### src/common/trace_pkg.sv
package trace_pkg;

	localparam int NUM_WORDS = 6;        // Status words per step
	localparam int RECORDS_PER_STEP = 7; // Six words plus line end
	localparam int FIFO_RECORDS = 8;
	localparam int BYTES_PER_RECORD = 8;
	localparam int BAUD_DIV = 8;         // Clocks per serial bit
	localparam int GAP_CYCLES = 16;      // Pause before each byte

	localparam int FIFO_AW = $clog2(FIFO_RECORDS);
	localparam int BAUD_CNT_W = $clog2(BAUD_DIV);
	localparam int GAP_CNT_W = $clog2(GAP_CYCLES);

	// Slot that carries the line end instead of a word
	localparam logic [2:0] LINE_SLOT = 3'(NUM_WORDS);
	localparam logic [2:0] LAST_SLOT = 3'(RECORDS_PER_STEP - 1);
	localparam logic [3:0] LAST_BYTE = 4'(BYTES_PER_RECORD - 1);
	localparam logic [BAUD_CNT_W-1:0] LAST_BAUD = BAUD_CNT_W'(BAUD_DIV - 1);
	localparam logic [GAP_CNT_W-1:0] LAST_GAP = GAP_CNT_W'(GAP_CYCLES - 1);

	typedef struct packed {
		logic [31:0] w1;
		logic [31:0] w2;
		logic [31:0] w3;
		logic [31:0] w4;
		logic [31:0] w5;
		logic [31:0] w6;
	} trace_words_t;

	// c7 leaves the FIFO first
	typedef struct packed {
		logic [7:0] c7;
		logic [7:0] c6;
		logic [7:0] c5;
		logic [7:0] c4;
		logic [7:0] c3;
		logic [7:0] c2;
		logic [7:0] c1;
		logic [7:0] c0;
	} trace_record_t;

	// Upper case hex digit
	function automatic logic [7:0] hex_ascii(input logic [3:0] nib);
		if (nib < 4'd10)
			return 8'h30 + {4'h0, nib};
		return 8'h37 + {4'h0, nib}; // 'A' is 8'h41
	endfunction

	localparam trace_record_t line_end_record = '{
		c7: 8'h20, c6: 8'h20, c5: 8'h20, c4: 8'h20,
		c3: 8'h20, c2: 8'h20,
		c1: 8'h0d, // CR
		c0: 8'h0a  // LF
	};

endpackage

### src/trace/trace_ctrl.sv
`timescale 1ns/1ps

module trace_ctrl (
	input  logic       clk,
	input  logic       rst,
	input  logic       cpu_halted,
	input  logic       fifo_empty,
	input  logic       fifo_full,
	input  logic       tx_idle,
	output logic       halt_cpu,
	output logic       step,
	output logic       wr_en,
	output logic [2:0] slot,
	output logic       rd_en,
	output logic       trmt
);

	typedef enum logic [2:0] {
		IDLE,
		STEP,  // CPU runs this cycle
		SNAP,  // Formatter captures the words
		WRITE, // One record per slot
		GAP,
		READ,
		SEND
	} state_t;

	state_t state;
	state_t next_state;
	logic [2:0] slot_q;
	logic [trace_pkg::GAP_CNT_W-1:0] gap_cnt;

	always_ff @(posedge clk or posedge rst) begin
		if (rst)
			state <= IDLE;
		else
			state <= next_state;
	end

	// Slot counter runs only while writing
	always_ff @(posedge clk or posedge rst) begin
		if (rst)
			slot_q <= '0;
		else if (state == WRITE)
			slot_q <= slot_q + 3'd1;
		else
			slot_q <= '0;
	end

	// The IDLE cycle that starts a drain counts as the first gap cycle
	always_ff @(posedge clk or posedge rst) begin
		if (rst)
			gap_cnt <= '0;
		else if (next_state == GAP)
			gap_cnt <= gap_cnt + 1'b1;
		else
			gap_cnt <= '0;
	end

	always_comb begin
		next_state = state;
		case (state)
			IDLE: begin
				if (fifo_empty && tx_idle && !cpu_halted)
					next_state = STEP;
				else if (!fifo_empty && tx_idle)
					next_state = GAP; // Drain even while halted
			end
			STEP:  next_state = SNAP;
			SNAP:  next_state = WRITE;
			WRITE: begin
				if (slot_q == trace_pkg::LAST_SLOT)
					next_state = IDLE;
			end
			GAP: begin
				if (gap_cnt == trace_pkg::LAST_GAP)
					next_state = READ;
			end
			READ:  next_state = SEND;
			SEND:  next_state = IDLE;
			default: next_state = IDLE;
		endcase
	end

	// Outputs decoded from state
	assign halt_cpu = (state != STEP);
	assign step = (state == STEP);
	assign wr_en = (state == WRITE);
	assign slot = slot_q;
	assign rd_en = (state == READ);
	assign trmt = (state == SEND);

	// A step starts on an empty FIFO and writes fewer records than it holds
	wr_not_full: assert property (@(posedge clk) disable iff (rst)
		wr_en |-> !fifo_full);

	rd_not_empty: assert property (@(posedge clk) disable iff (rst)
		rd_en |-> !fifo_empty);

	// Single cycle of CPU execution per step
	one_cycle_step: assert property (@(posedge clk) disable iff (rst)
		!halt_cpu |=> halt_cpu);

endmodule

### src/trace/trace_formatter.sv
`timescale 1ns/1ps

module trace_formatter (
	input  logic                     clk,
	input  logic                     rst,
	input  trace_pkg::trace_words_t  words,
	input  logic                     step,
	input  logic [2:0]               slot,
	output trace_pkg::trace_record_t record
);

	logic step_q;
	trace_pkg::trace_words_t snap;
	logic [31:0] word;
	logic [63:0] hex_bits;

	always_ff @(posedge clk or posedge rst) begin
		if (rst)
			step_q <= 1'b0;
		else
			step_q <= step;
	end

	// Words after the step, held while the text drains
	always_ff @(posedge clk) begin
		if (step_q)
			snap <= words;
	end

	always_comb begin
		case (slot)
			3'd0: word = snap.w1;
			3'd1: word = snap.w2;
			3'd2: word = snap.w3;
			3'd3: word = snap.w4;
			3'd4: word = snap.w5;
			3'd5: word = snap.w6;
			default: word = '0;
		endcase
	end

	// Top nibble lands in c7
	always_comb begin
		for (int i = 0; i < 8; i++)
			hex_bits[8*i +: 8] = trace_pkg::hex_ascii(word[4*i +: 4]);
	end

	always_comb begin
		if (slot == trace_pkg::LINE_SLOT)
			record = trace_pkg::line_end_record;
		else
			record = trace_pkg::trace_record_t'(hex_bits);
	end

endmodule

### src/source/trace_fifo.sv
`timescale 1ns/1ps

module trace_fifo (
	input  logic                     clk,
	input  logic                     rst,
	input  trace_pkg::trace_record_t din,
	input  logic                     wr_en,
	input  logic                     rd_en,
	output logic [7:0]               dout,
	output logic                     empty,
	output logic                     full
);

	localparam int AW = trace_pkg::FIFO_AW;

	trace_pkg::trace_record_t mem [trace_pkg::FIFO_RECORDS];
	trace_pkg::trace_record_t head;
	logic [AW:0] wr_ptr; // Extra bit tells full from empty
	logic [AW:0] rd_ptr;
	logic [3:0]  byte_idx;
	logic [7:0]  head_byte;

	always_ff @(posedge clk) begin
		if (wr_en && !full)
			mem[wr_ptr[AW-1:0]] <= din;
	end

	always_ff @(posedge clk or posedge rst) begin
		if (rst)
			wr_ptr <= '0;
		else if (wr_en && !full)
			wr_ptr <= wr_ptr + 1'b1;
	end

	// Record leaves after its eighth byte
	always_ff @(posedge clk or posedge rst) begin
		if (rst) begin
			rd_ptr <= '0;
			byte_idx <= '0;
		end else if (rd_en && !empty) begin
			if (byte_idx == trace_pkg::LAST_BYTE) begin
				byte_idx <= '0;
				rd_ptr <= rd_ptr + 1'b1;
			end else begin
				byte_idx <= byte_idx + 4'd1;
			end
		end
	end

	assign head = mem[rd_ptr[AW-1:0]];

	always_comb begin
		case (byte_idx[2:0])
			3'd0: head_byte = head.c7;
			3'd1: head_byte = head.c6;
			3'd2: head_byte = head.c5;
			3'd3: head_byte = head.c4;
			3'd4: head_byte = head.c3;
			3'd5: head_byte = head.c2;
			3'd6: head_byte = head.c1;
			default: head_byte = head.c0;
		endcase
	end

	// Popped byte stays on dout for the transmitter load
	always_ff @(posedge clk) begin
		if (rd_en && !empty)
			dout <= head_byte;
	end

	assign empty = (wr_ptr == rd_ptr);
	assign full = (wr_ptr[AW] != rd_ptr[AW]) && (wr_ptr[AW-1:0] == rd_ptr[AW-1:0]);

	byte_idx_range: assert property (@(posedge clk) disable iff (rst)
		byte_idx <= trace_pkg::LAST_BYTE);

endmodule

### src/source/serial_tx.sv
`timescale 1ns/1ps

module serial_tx (
	input  logic       clk,
	input  logic       rst,
	input  logic       trmt,
	input  logic [7:0] tx_data,
	output logic       tx,
	output logic       tx_idle
);

	logic [9:0] shift;   // Stop, data, start
	logic [3:0] bit_cnt; // Bits sent in this frame
	logic [trace_pkg::BAUD_CNT_W-1:0] baud_cnt;
	logic baud_done;

	assign baud_done = (baud_cnt == trace_pkg::LAST_BAUD);

	always_ff @(posedge clk or posedge rst) begin
		if (rst)
			baud_cnt <= '0;
		else if (tx_idle || baud_done)
			baud_cnt <= '0;
		else
			baud_cnt <= baud_cnt + 1'b1;
	end

	// Line rests at 1, so shift in ones behind the frame
	always_ff @(posedge clk or posedge rst) begin
		if (rst)
			shift <= '1;
		else if (tx_idle && trmt)
			shift <= {1'b1, tx_data, 1'b0};
		else if (!tx_idle && baud_done)
			shift <= {1'b1, shift[9:1]};
	end

	always_ff @(posedge clk or posedge rst) begin
		if (rst)
			bit_cnt <= '0;
		else if (tx_idle)
			bit_cnt <= '0;
		else if (baud_done)
			bit_cnt <= bit_cnt + 4'd1;
	end

	always_ff @(posedge clk or posedge rst) begin
		if (rst)
			tx_idle <= 1'b1;
		else if (tx_idle && trmt)
			tx_idle <= 1'b0;
		else if (baud_done && bit_cnt == 4'd9)
			tx_idle <= 1'b1; // End of stop bit
	end

	assign tx = shift[0];

	// Nothing but the stop level on the line between frames
	idle_line_high: assert property (@(posedge clk) disable iff (rst)
		tx_idle |-> tx);

endmodule

### src/source/cpu_trace.sv
`timescale 1ns/1ps

module cpu_trace (
	input  logic                    clk,
	input  logic                    rst,
	input  trace_pkg::trace_words_t words,
	input  logic                    cpu_halted,
	output logic                    tx,
	output logic                    halt_cpu
);

	logic step;
	logic wr_en;
	logic [2:0] slot;
	logic rd_en;
	logic trmt;
	logic fifo_empty;
	logic fifo_full;
	logic tx_idle;
	logic [7:0] tx_data;
	trace_pkg::trace_record_t record;

	trace_ctrl ctrl_i (
		.clk        (clk),
		.rst        (rst),
		.cpu_halted (cpu_halted),
		.fifo_empty (fifo_empty),
		.fifo_full  (fifo_full),
		.tx_idle    (tx_idle),
		.halt_cpu   (halt_cpu),
		.step       (step),
		.wr_en      (wr_en),
		.slot       (slot),
		.rd_en      (rd_en),
		.trmt       (trmt)
	);

	trace_formatter formatter_i (
		.clk    (clk),
		.rst    (rst),
		.words  (words),
		.step   (step),
		.slot   (slot),
		.record (record)
	);

	trace_fifo fifo_i (
		.clk   (clk),
		.rst   (rst),
		.din   (record),
		.wr_en (wr_en),
		.rd_en (rd_en),
		.dout  (tx_data),
		.empty (fifo_empty),
		.full  (fifo_full)
	);

	serial_tx tx_i (
		.clk     (clk),
		.rst     (rst),
		.trmt    (trmt),
		.tx_data (tx_data),
		.tx      (tx),
		.tx_idle (tx_idle)
	);

endmodule

### config.mk
export PLATFORM = sky130hd
export DESIGN_NAME = cpu_trace
export DESIGN_NICKNAME = d
export VERILOG_FILES = /design/src/common/trace_pkg.sv /design/src/trace/trace_ctrl.sv /design/src/trace/trace_formatter.sv /design/src/source/trace_fifo.sv /design/src/source/serial_tx.sv /design/src/source/cpu_trace.sv
export SDC_FILE = /design/constraint.sdc
export NUM_CORES = 1
export LEC_CHECK = 0
export ABC_AREA = 1
export BUFFER_PORTS_ARGS = -buffer_cell sky130_fd_sc_hd__buf_2
export CAP_MARGIN = 20
export CORE_MARGIN = 10
export CORE_UTILIZATION = 55
export CTS_CLUSTER_DIAMETER = 200
export DETAILED_ROUTE_END_ITERATION = 12
export GPL_TIMING_DRIVEN = 0
export PLACE_DENSITY = 0.74
export SYNTH_ARGS = -nofsm -noshare
export SYNTH_HDL_FRONTEND = slang
export SYNTH_SLANG_ARGS = --single-unit
### constraint.sdc
create_clock -name clk -period 7.1 [get_ports clk]
set_clock_uncertainty 0.2 [all_clocks]
set_input_delay 0.71 -clock clk [delete_from_list [all_inputs] [get_ports clk]]
set_output_delay 0.71 -clock clk [all_outputs]
set_load 0.1 [all_outputs]
==> Yosys cells after proc, flatten, opt, wreduce, memory -nomap -nowiden <==
Memories as Yosys holds them, arrays and structs flattened.
Index checks and enable logic that the tools add are counted.
{ "classes": {"bitwise": 0, "reduce_logical": 21, "n_lt_le_gt_ge": 8, "multipliers": 0, "n_div": 0, "shift": 0, "add_sub_neg": 23, "n_mux": 44, "n_eq_ne": 27} }
{ "op_table": {"columns": ["operator", "n"], "rows": [
  ["$pmux W32 S6", 1],
  ["$mux W8", 16],
  ["$add A6 B4 Y7 const A", 16],
  ["$mux W64", 1],
  ["$pmux W8 S7", 1],
  ["$eq A3 B3 Y1 const B", 11],
  ["$lt A4 B4 Y1 const B", 8],
  ["$add A4 B1 Y4 const B", 5],
  ["$mux W10", 2],
  ["$eq A3 B2 Y1 const B", 6],
  ["$mux W3", 6],
  ["$pmux W3 S6", 1],
  ["$mux W4", 4],
  ["$mux W1", 12],
  ["$eq A3 B1 Y1 const B", 3],
  ["$logic_and A1 B1 Y1", 9],
  ["$logic_not A3 Y1", 3],
  ["$eq A4 B4 Y1 const B", 2],
  ["$add A3 B1 Y3 const B", 2],
  ["$reduce_bool A2 Y1", 3],
  ["$eq A4 B3 Y1 const B", 1],
  ["$eq A4 B4 Y1", 1],
  ["$logic_not A1 Y1", 4],
  ["$eq A3 B3 Y1", 1],
  ["other kinds (4)", 4]
]} }
{ "word_totals": {"elab_cells": 142, "reg_bits": 241, "ram_bits": 512, "out_inout_bits": 2, "romBits": 0, "latch_bits": 0, "input_bits": 195, "n_memories": 1} }
{ "memory_table": {"columns": ["name", "depth", "word_bits", "read_ports", "rd_ports_with_merged_regs", "write_ports", "line_no", "rtl"], "rows": [
  ["fifo_i.mem", 8, 64, 1, 0, 1, "trace_fifo.sv:16", "trace_pkg::trace_record_t mem [trace_pkg::FIFO_RECORDS];"]
]} }

==> Depth between registers and ports, before layout <==
Gate-level depths: netlist of run 1.
{ "logic_depth": {"depth_word": 8, "ltp_mapped": 18, "depth_no_buf": 16} }

==> By module <==
A second synthesis of run 1 with hierarchy kept.
{ "unflattened": {"cells_unflattened": 3033, "area_unflattened_um2": 32477.4} }
{ "by_module_without_submodules": {"columns": ["mod", "area_each_um2", "instances", "cells_each", "seq_area_each_um2"], "rows": [
  ["trace_fifo", 22495.3, 1, 2063, 15915.3],
  ["trace_formatter", 8623.3, 1, 804, 5790.6],
  ["serial_tx", 844.6, 1, 105, 437.9],
  ["trace_ctrl", 514.2, 1, 61, 250.2]
]} }

==> Least setup slack after synthesis of run 1 <==
OpenSTA, ideal clock, no wires.
{ "synth_path": {"kind": "register -> register", "from": "reg formatter_i.step_q", "to": "reg formatter_i.snap[0] (netlist name) (enable)", "setup_time_ps": 553, "path_stages_with_launch": 1, "arrival_time_ps": 4184, "n_path_buf": 0, "period_less_slack_ps": 4937, "setup_slack_ps": 2163, "path_cell_list": "dfrtp_1"} }
{ "synth_rtl": {"columns": ["item", "line_no", "rtl"], "rows": [
  ["start: declaration", "trace_formatter.sv:12", "logic step_q;"],
  ["start signal: assignment", "trace_formatter.sv:21", "step_q <= step;"],
  ["end signal: assignment", "trace_formatter.sv:27", "snap <= words;"],
  ["end: declaration", "trace_formatter.sv:13", "trace_pkg::trace_words_t snap;"]
]} }
No word-level cell between the ends.

==> qor.yml, run 1 <==
logic_synthesis:
  synthAdderAreaFrac_pct: 0.8289
  synth_top_family_by_area: "simple AND/OR/NAND/NOR gates"
  ys_seq_elements: 687
  yosys_warnings: 0
  synth_xor_xnor_area_share_pct: 0.3359
  yosysTopAreaCell: "edfxtp_1"
  syn-instance-count: 2519
  synth_edf_count: 647
  synth_area_mm2: 0.02868
  synth_nets: 2733
  ys_seq_area_share_pct: 71.28
  synth_cell_type_count: 42
  yosys.area.top_type_share_pct: 67.75
  ys.flop_type: "edfxtp_1"
  synth_mux_area_share_pct: 0
  synthArstFlopShare_pct: 5.822
  synth-simple-area-share_pct: 18.26
  synthTopCellsByArea: "edfxtp_1 68%, nor2_1 6.4%, nand2_1 6.1%, nand3_1 4.5%, o21ai_0 3.8%"
  avgSynthCellArea_um2: 11.38
  synth_compound_area_share_pct: 5.384
worst_setup_path:
  r2r_slack_ps: 3090
  critPathMaxStageDelay_ps: 720
  worstPathArrival_ps: 4080
  required_ps: 7170
  crit_slowest_cell: "nor2_1"
  setup.worst_path.end_class: "flip-flop"
  rr_endpoint: "fifo_i.mem[6][29]"
  rr_worst_depth: 14
  cpMostUsedCell: "nand2_1"
  critical_path.cell_chain: "buf_6 > inv_4 > buf_2 > ha_1 > clkbuf_1 > nand2_1 > nand2_1 > nor2_1 > nand2_1 > nand2_1 > inv_1 > nand2_2 > nor2_1 > inv_1"
  crit_start: "ctrl_i.slot[2]"
  path_delay_family: "buffers and inverters"
  r2r_start: "ctrl_i.slot[2]"
  critPathMaxFanout: 10
  criticalPathCategory: "flip-flop to flip-flop"
  cp.buffers_inverters: 6
  start_kind: "flip-flop"
cts:
  htree_num_levels: 3
  cts_sinks: 687
  post-cts-setup-buffers: 0
  clock_latency_ps: 620
  path_clk_slew_ps: 60
  clockBufferDepth: 3
  cts_tree: "built"
  post_cts_resized: 0
  cts_made_buffers: 69
  cts_hold_buffers: 1
  cts_root_buf: "clkbuf_16"
final_layout:
  drive_above_1_share_pct: 15.67
  antenna_cells: 0
  fillers: 3815
  nNetsFinal: 3026
  layout_common_cells: "647 x edfxtp_1, 483 x nor2_1, 466 x nand2_1, 257 x nand3_1, 248 x buf_2"
  syn_to_final_growth_pct: 15.98
  final_common_cell: "edfxtp_1"
placement:
  dpl.hpwl_um: 56550
  io_buffers: 196
  gp_congestion: 0.9431
  pre_cts_ws_ps: 3249
drt:
  drcViolationCount: 0
  routed_via_density: 5.774
  wire_per_inst_um: 22.79
  wl_um: 80810
  drt_iter0_markers: 2472
  vias: 20470
  dr.pass1.iters: 6
  antenna_left: 0
global_route:
  grt_pass1_wl_um: 119900
  grt_overflow: 0
  grt_pass1_vias: 20160
  grt_max_degree: 78
  track_usage_pct: 26.07
  antenna_found_initial: 1
sta:
  tightest_slew_ps: 1103
  clock.fmax_ghz: 0.2492
  finalSetupViolCount: 0
  finalHoldViolCount: 0
  setup_tns_ps: 0
  relSlewSlack_pct: 25.87
  worst_slack_ps: 3088
  finalMaxSlewViolations: 0
  finalCriticalPeriod_ps: 4012
  rsz0062_at_grt: "false"
  period_share_pct: 56.51
min_path:
  whs_path_depth: 1
  min_path_type: "input port to flip-flop"
  min_from: "words[24]"
  hold_path_end: "formatter_i.snap[24]"
job:
  cap_viol_max_count: 0
floorplan:
  die-area_mm2: 0.06168
  fp.dieH_um: 248.4
  dieWidth_um: 248.4
  core_area_mm2: 0.05151
  boundaryPins: 197
  rows: 83
  initial_core_util_pct: 55.68
power_and_ir_drop:
  power_mw: 8.009
  power_density_mw_per_mm2: 240.8
  power_leakage_nw: 12.84
  irDropWorstVdd_mv: 0.2193
run_status:
  status: "finished, final reports clean"
==> worst reg2reg max path: cells and delay by family (launching register included) <==
kind                       cells  cell delay (ps)
and+or+nand+nor                7             1250
buffers and inverters          6             1440
DFF                            1              370
adders and majority gates      1              390
==> state kept, by name, indices dropped and copies added, names as in the netlist <==
name / cells
fifo_i.mem: 448
formatter_i.snap: 192
tx_i.shift: 9
fifo_i.dout: 7
ctrl_i.gap_cnt: 4
fifo_i.byte_idx: 4
fifo_i.rd_ptr: 4
fifo_i.wr_ptr: 4
tx_i.bit_cnt: 4
ctrl_i.slot: 3
ctrl_i.state: 3
tx_i.baud_cnt: 3
formatter_i.step_q: 1
tx_i.tx_idle: 1
==> metrics by stage <==
step | utilization, % | hold WS [ps] | area (µm²) | std cells
final | 64.57 | 66.26 | 33260 | 3546
after global routing | 64.57 | 59.63 | 33260 | 3546
after CTS | 64.54 | 46.58 | 33250 | 3544
after detailed placement | 60.27 | 242.3 | 31040 | 3418
after global placement | 59.23 | 220.6 | 30510 | 3395
after floorplan | - | 209.9 | 28680 | 2519
==> cell usage after synthesis, types with 6 or more instances <==
cell and count:
edfxtp_1 647, nor2_1 490, nand2_1 466, nand3_1 257
o21ai_0 215, inv_1 112, buf_2 52, clkbuf_1 46
dfrtp_1 30, a21oi_1 23, nand2_2 20, ha_1 19
buf_4 18, o21ai_1 16, nand4_1 14, o221ai_1 11
dfstp_2 10, inv_2 8, o211ai_1 8, nor3_1 7
o22ai_1 7, xor2_1 6
==> kinds of logic after synthesis <==
logic type | count (synthesis)
fa+ha+maj | 19
xor+xnor | 11
compound gates | 288
buf+inv | 247
flops | 687
simple gates | 1267
==> worst max-delay path by stage <==
| stage | endpoint | slack, ps | depth (start not counted) |
|---|---|---|---|
| after floorplan | formatter_i.snap[0] | 2160 | 0 |
| after global placement | fifo_i.mem[4][22] | 30 | 4 |
| after detailed placement | fifo_i.mem[5][29] | 3250 | 14 |
| after CTS | fifo_i.mem[1][29] | 3210 | 14 |
| after global routing | fifo_i.mem[1][29] | 2880 | 14 |
| final | fifo_i.mem[6][29] | 3090 | 14 |
==> per-layer routing <==
metal	routed length, µm	share of wire, %	GRT usage (%)	vias to the layer above
met4	4023	5.0	13.21	2
li1	-	-	-	9290
met2	38270	47	42.28	1305
met3	8827	11	5.763	218
met1	29670	37	32.68	9659
met5	16	0.020	0	-
==> layout make-up <==
cell class	count	area (µm²)	area share, %
plain buffers	125	661.9	1.990
clock buffers	93	1902	5.718
clock inverters	32	290.3	0.8727
inverters	122	460.4	1.384
multi-input cells	1585	7173	21.57
flip-flops and latches	687	20450	61.47
well taps	680	850.8	2.558
repair buffers	222	1476	4.439
==> power by group <==
group | switching (mW) | total, mW | internal, mW
clock | 1.50 | 3.56 | 2.06
combinational | 0.0254 | 0.0640 | 0.0385
sequential | 0 | 4.38 | 4.38
total | 1.52 | 8.01 | 6.49
No activity file was read; power rests on OpenSTA's default activity.
==> inputs of run 2 (changes only) <==
==> constraint.sdc (replaced) <==
create_clock -name clk -period 3.7 [get_ports clk]
set_clock_uncertainty 0.2 [all_clocks]
set_input_delay 0.37 -clock clk [delete_from_list [all_inputs] [get_ports clk]]
set_output_delay 0.37 -clock clk [all_outputs]
set_load 0.1 [all_outputs]
==> qor.yml, run 2 (synthesis gave the netlist of run 1 again) <==
run_status:
  status: "finished, final reports clean"
cts:
  post-cts-setup-buffers: 0
  htree_num_levels: 3
  cts_made_buffers: 71
  cts_sinks: 687
  cts_tree: "built"
  clockBufferDepth: 3
  cts_root_buf: "clkbuf_16"
  clock_latency_ps: 610
  path_clk_slew_ps: 60
power_and_ir_drop:
  irDropWorstVdd_mv: 0.4075
  power_leakage_nw: 13.72
  clockPowerShare_pct: 44.8
  power_density_mw_per_mm2: 446.5
  p_int_mw: 12.70
  power_mw: 15.80
  sw_frac_of_total_pct: 19.58
  combPwrFrac_pct: 1.9
  p_switching_mw: 3.093
  power_frac_seq_pct: 53.2
sta:
  worst_slack_ps: 98.09
  finalCriticalPeriod_ps: 3602
  clock.fmax_ghz: 0.2776
  relSlewSlack_pct: 21.51
  rsz0062_at_grt: "false"
  period_share_pct: 97.35
  finalMaxSlewViolations: 0
  finalSetupViolCount: 0
  finalHoldViolCount: 0
  tightest_slew_ps: 1173
worst_setup_path:
  cpMostUsedCell: "nand2_1"
  critPathMaxStageDelay_ps: 530
  crit_start: "ctrl_i.slot[2]"
  worstPathArrival_ps: 3710
  start_kind: "flip-flop"
  r2r_slack_ps: 100
  r2r_start: "ctrl_i.slot[2]"
  setup.worst_path.end_class: "flip-flop"
  required_ps: 3800
  critPathMaxFanout: 10
  crit_slowest_cell: "nor2_1"
  criticalPathCategory: "flip-flop to flip-flop"
  rr_worst_depth: 15
  critical_path.cell_chain: "buf_6 > inv_4 > buf_2 > ha_2 > buf_2 > nand2_1 > nand2_1 > nor2_1 > nand2_1 > nand2_1 > nand2_2 > nand2_1 > nand2_1 > nand2_1 > nor2_1"
drt:
  drcViolationCount: 0
  vias: 22050
  drt_iter0_markers: 2732
  antenna_left: 0
  routed_via_density: 5.888
  wl_um: 90120
  dr.pass1.iters: 6
  wire_per_inst_um: 24.06
final_layout:
  syn_to_final_growth_pct: 23.36
  fin_cells: 3745
  drive_above_1_share_pct: 15.75
  layout_common_cells: "647 x edfxtp_1, 468 x nor2_1, 466 x nand2_1, 257 x nand3_1, 248 x buf_2"
  largest_register_ffs: 448
  final_common_cell: "edfxtp_1"
  nNetsFinal: 3222
  design_area_mm2: 0.03538
  utilization_pct: 68.68
placement:
  placed_area_mm2: 0.03107
  pre_cts_ws_ps: -276.5
  dp_cells: 3419
  dpl.hpwl_um: 57550
  io_buffers: 196
  gp_congestion: 0.9410
min_path:
  min_from: "tx_i.baud_cnt[0]"
  whs_path_depth: 1
  min_path_type: "flip-flop to flip-flop"
global_route:
  grt_pass1_vias: 21890
  grt_overflow: 0
  grt_max_degree: 72
  track_usage_pct: 29.07
  antenna_found_initial: 4
  grt_pass1_wl_um: 133300
floorplan:
  initial_core_util_pct: 55.68
  dieWidth_um: 248.4
  fp.dieH_um: 248.4
  boundaryPins: 197
  die-area_mm2: 0.06168
  rows: 83
  core_area_mm2: 0.05151
job:
  cap_viol_max_count: 0
==> run 2: cell types whose count changed in the layout (fill, tap and decap cells not counted), sizes merged <==
cell	previous run	this run
buf	298	299
clkbuf	141	136
clkinv	26	28
clkinvlp	1	3
diode	0	4
dlygate4sd3	1	195
inv	122	123
==> run 2: routing by layer <==
| metal | vias up | wire length [µm] | track usage (%) | part of all wire, % |
|---|---|---|---|---|
| li1 | 9686 | - | - | - |
| met1 | 10500 | 31570 | 35.48 | 35 |
| met2 | 1576 | 43450 | 47.80 | 48 |
| met3 | 293 | 9895 | 6.512 | 11 |
| met4 | 0 | 5201 | 15.61 | 5.8 |
| met5 | - | 0 | 0 | 0 |
==> run 2: final cells by class <==
class / count / area, µm²
inverter: 122 / 460.4
sequential: 687 / 20450
timing repair buffer: 416 / 3438
tap: 680 / 850.8
clock buffer: 89 / 1948
fill: 3466 / 16130
multi-input combinational: 1585 / 7237
antenna: 4 / 10.01
clock inverter: 37 / 324.1
buffer: 125 / 664.4
==> run 2: worst paths after layout <==
check	end
max	fifo_i.mem[4][56]
min	tx_i.baud_cnt[0]
max in group asynchronous	tx_i.tx_idle
max reg2reg	fifo_i.mem[4][56]
min reg2reg	tx_i.baud_cnt[0]
min in group asynchronous	ctrl_i.slot[0]
==> run 2: power groups by stage <==
stage          registers (mW)  clock network (mW)  logic [mW]
2_1_floorplan            8.58                   0     0.00634
3_3_place_gp             8.57                   0       0.116
3_5_place_dp             8.57                   0       0.122
4_1_cts                  8.41                7.05       0.280
5_1_grt                  8.41                7.39       0.322
6_report                 8.41                7.08       0.307
==> run 2: critical path, delay by kind of cell, from the launching register on <==
kind,cells,cell delay [ps]
fa+ha+maj,1,370
buf+inv,4,860
flops,1,370
simple gates,10,1480
==> run 2: what timing repair did <==
action	in CTS	in global routing
gates resized for setup	6	19
hold endpoints to repair	233	0
pin swaps	0	0
hold buffers	195	0
gates cloned	0	0
setup endpoints to repair	54	286
==> run 2: metrics by stage <==
step | TNS [ps] | hold slack (ps)
floorplan | -131620 | 209.9
global placement | -1082020 | 221.8
detailed placement | -6398 | 55.30
CTS | 0 | 243.1
global route | 0 | 262.5
finish | 0 | 238.6
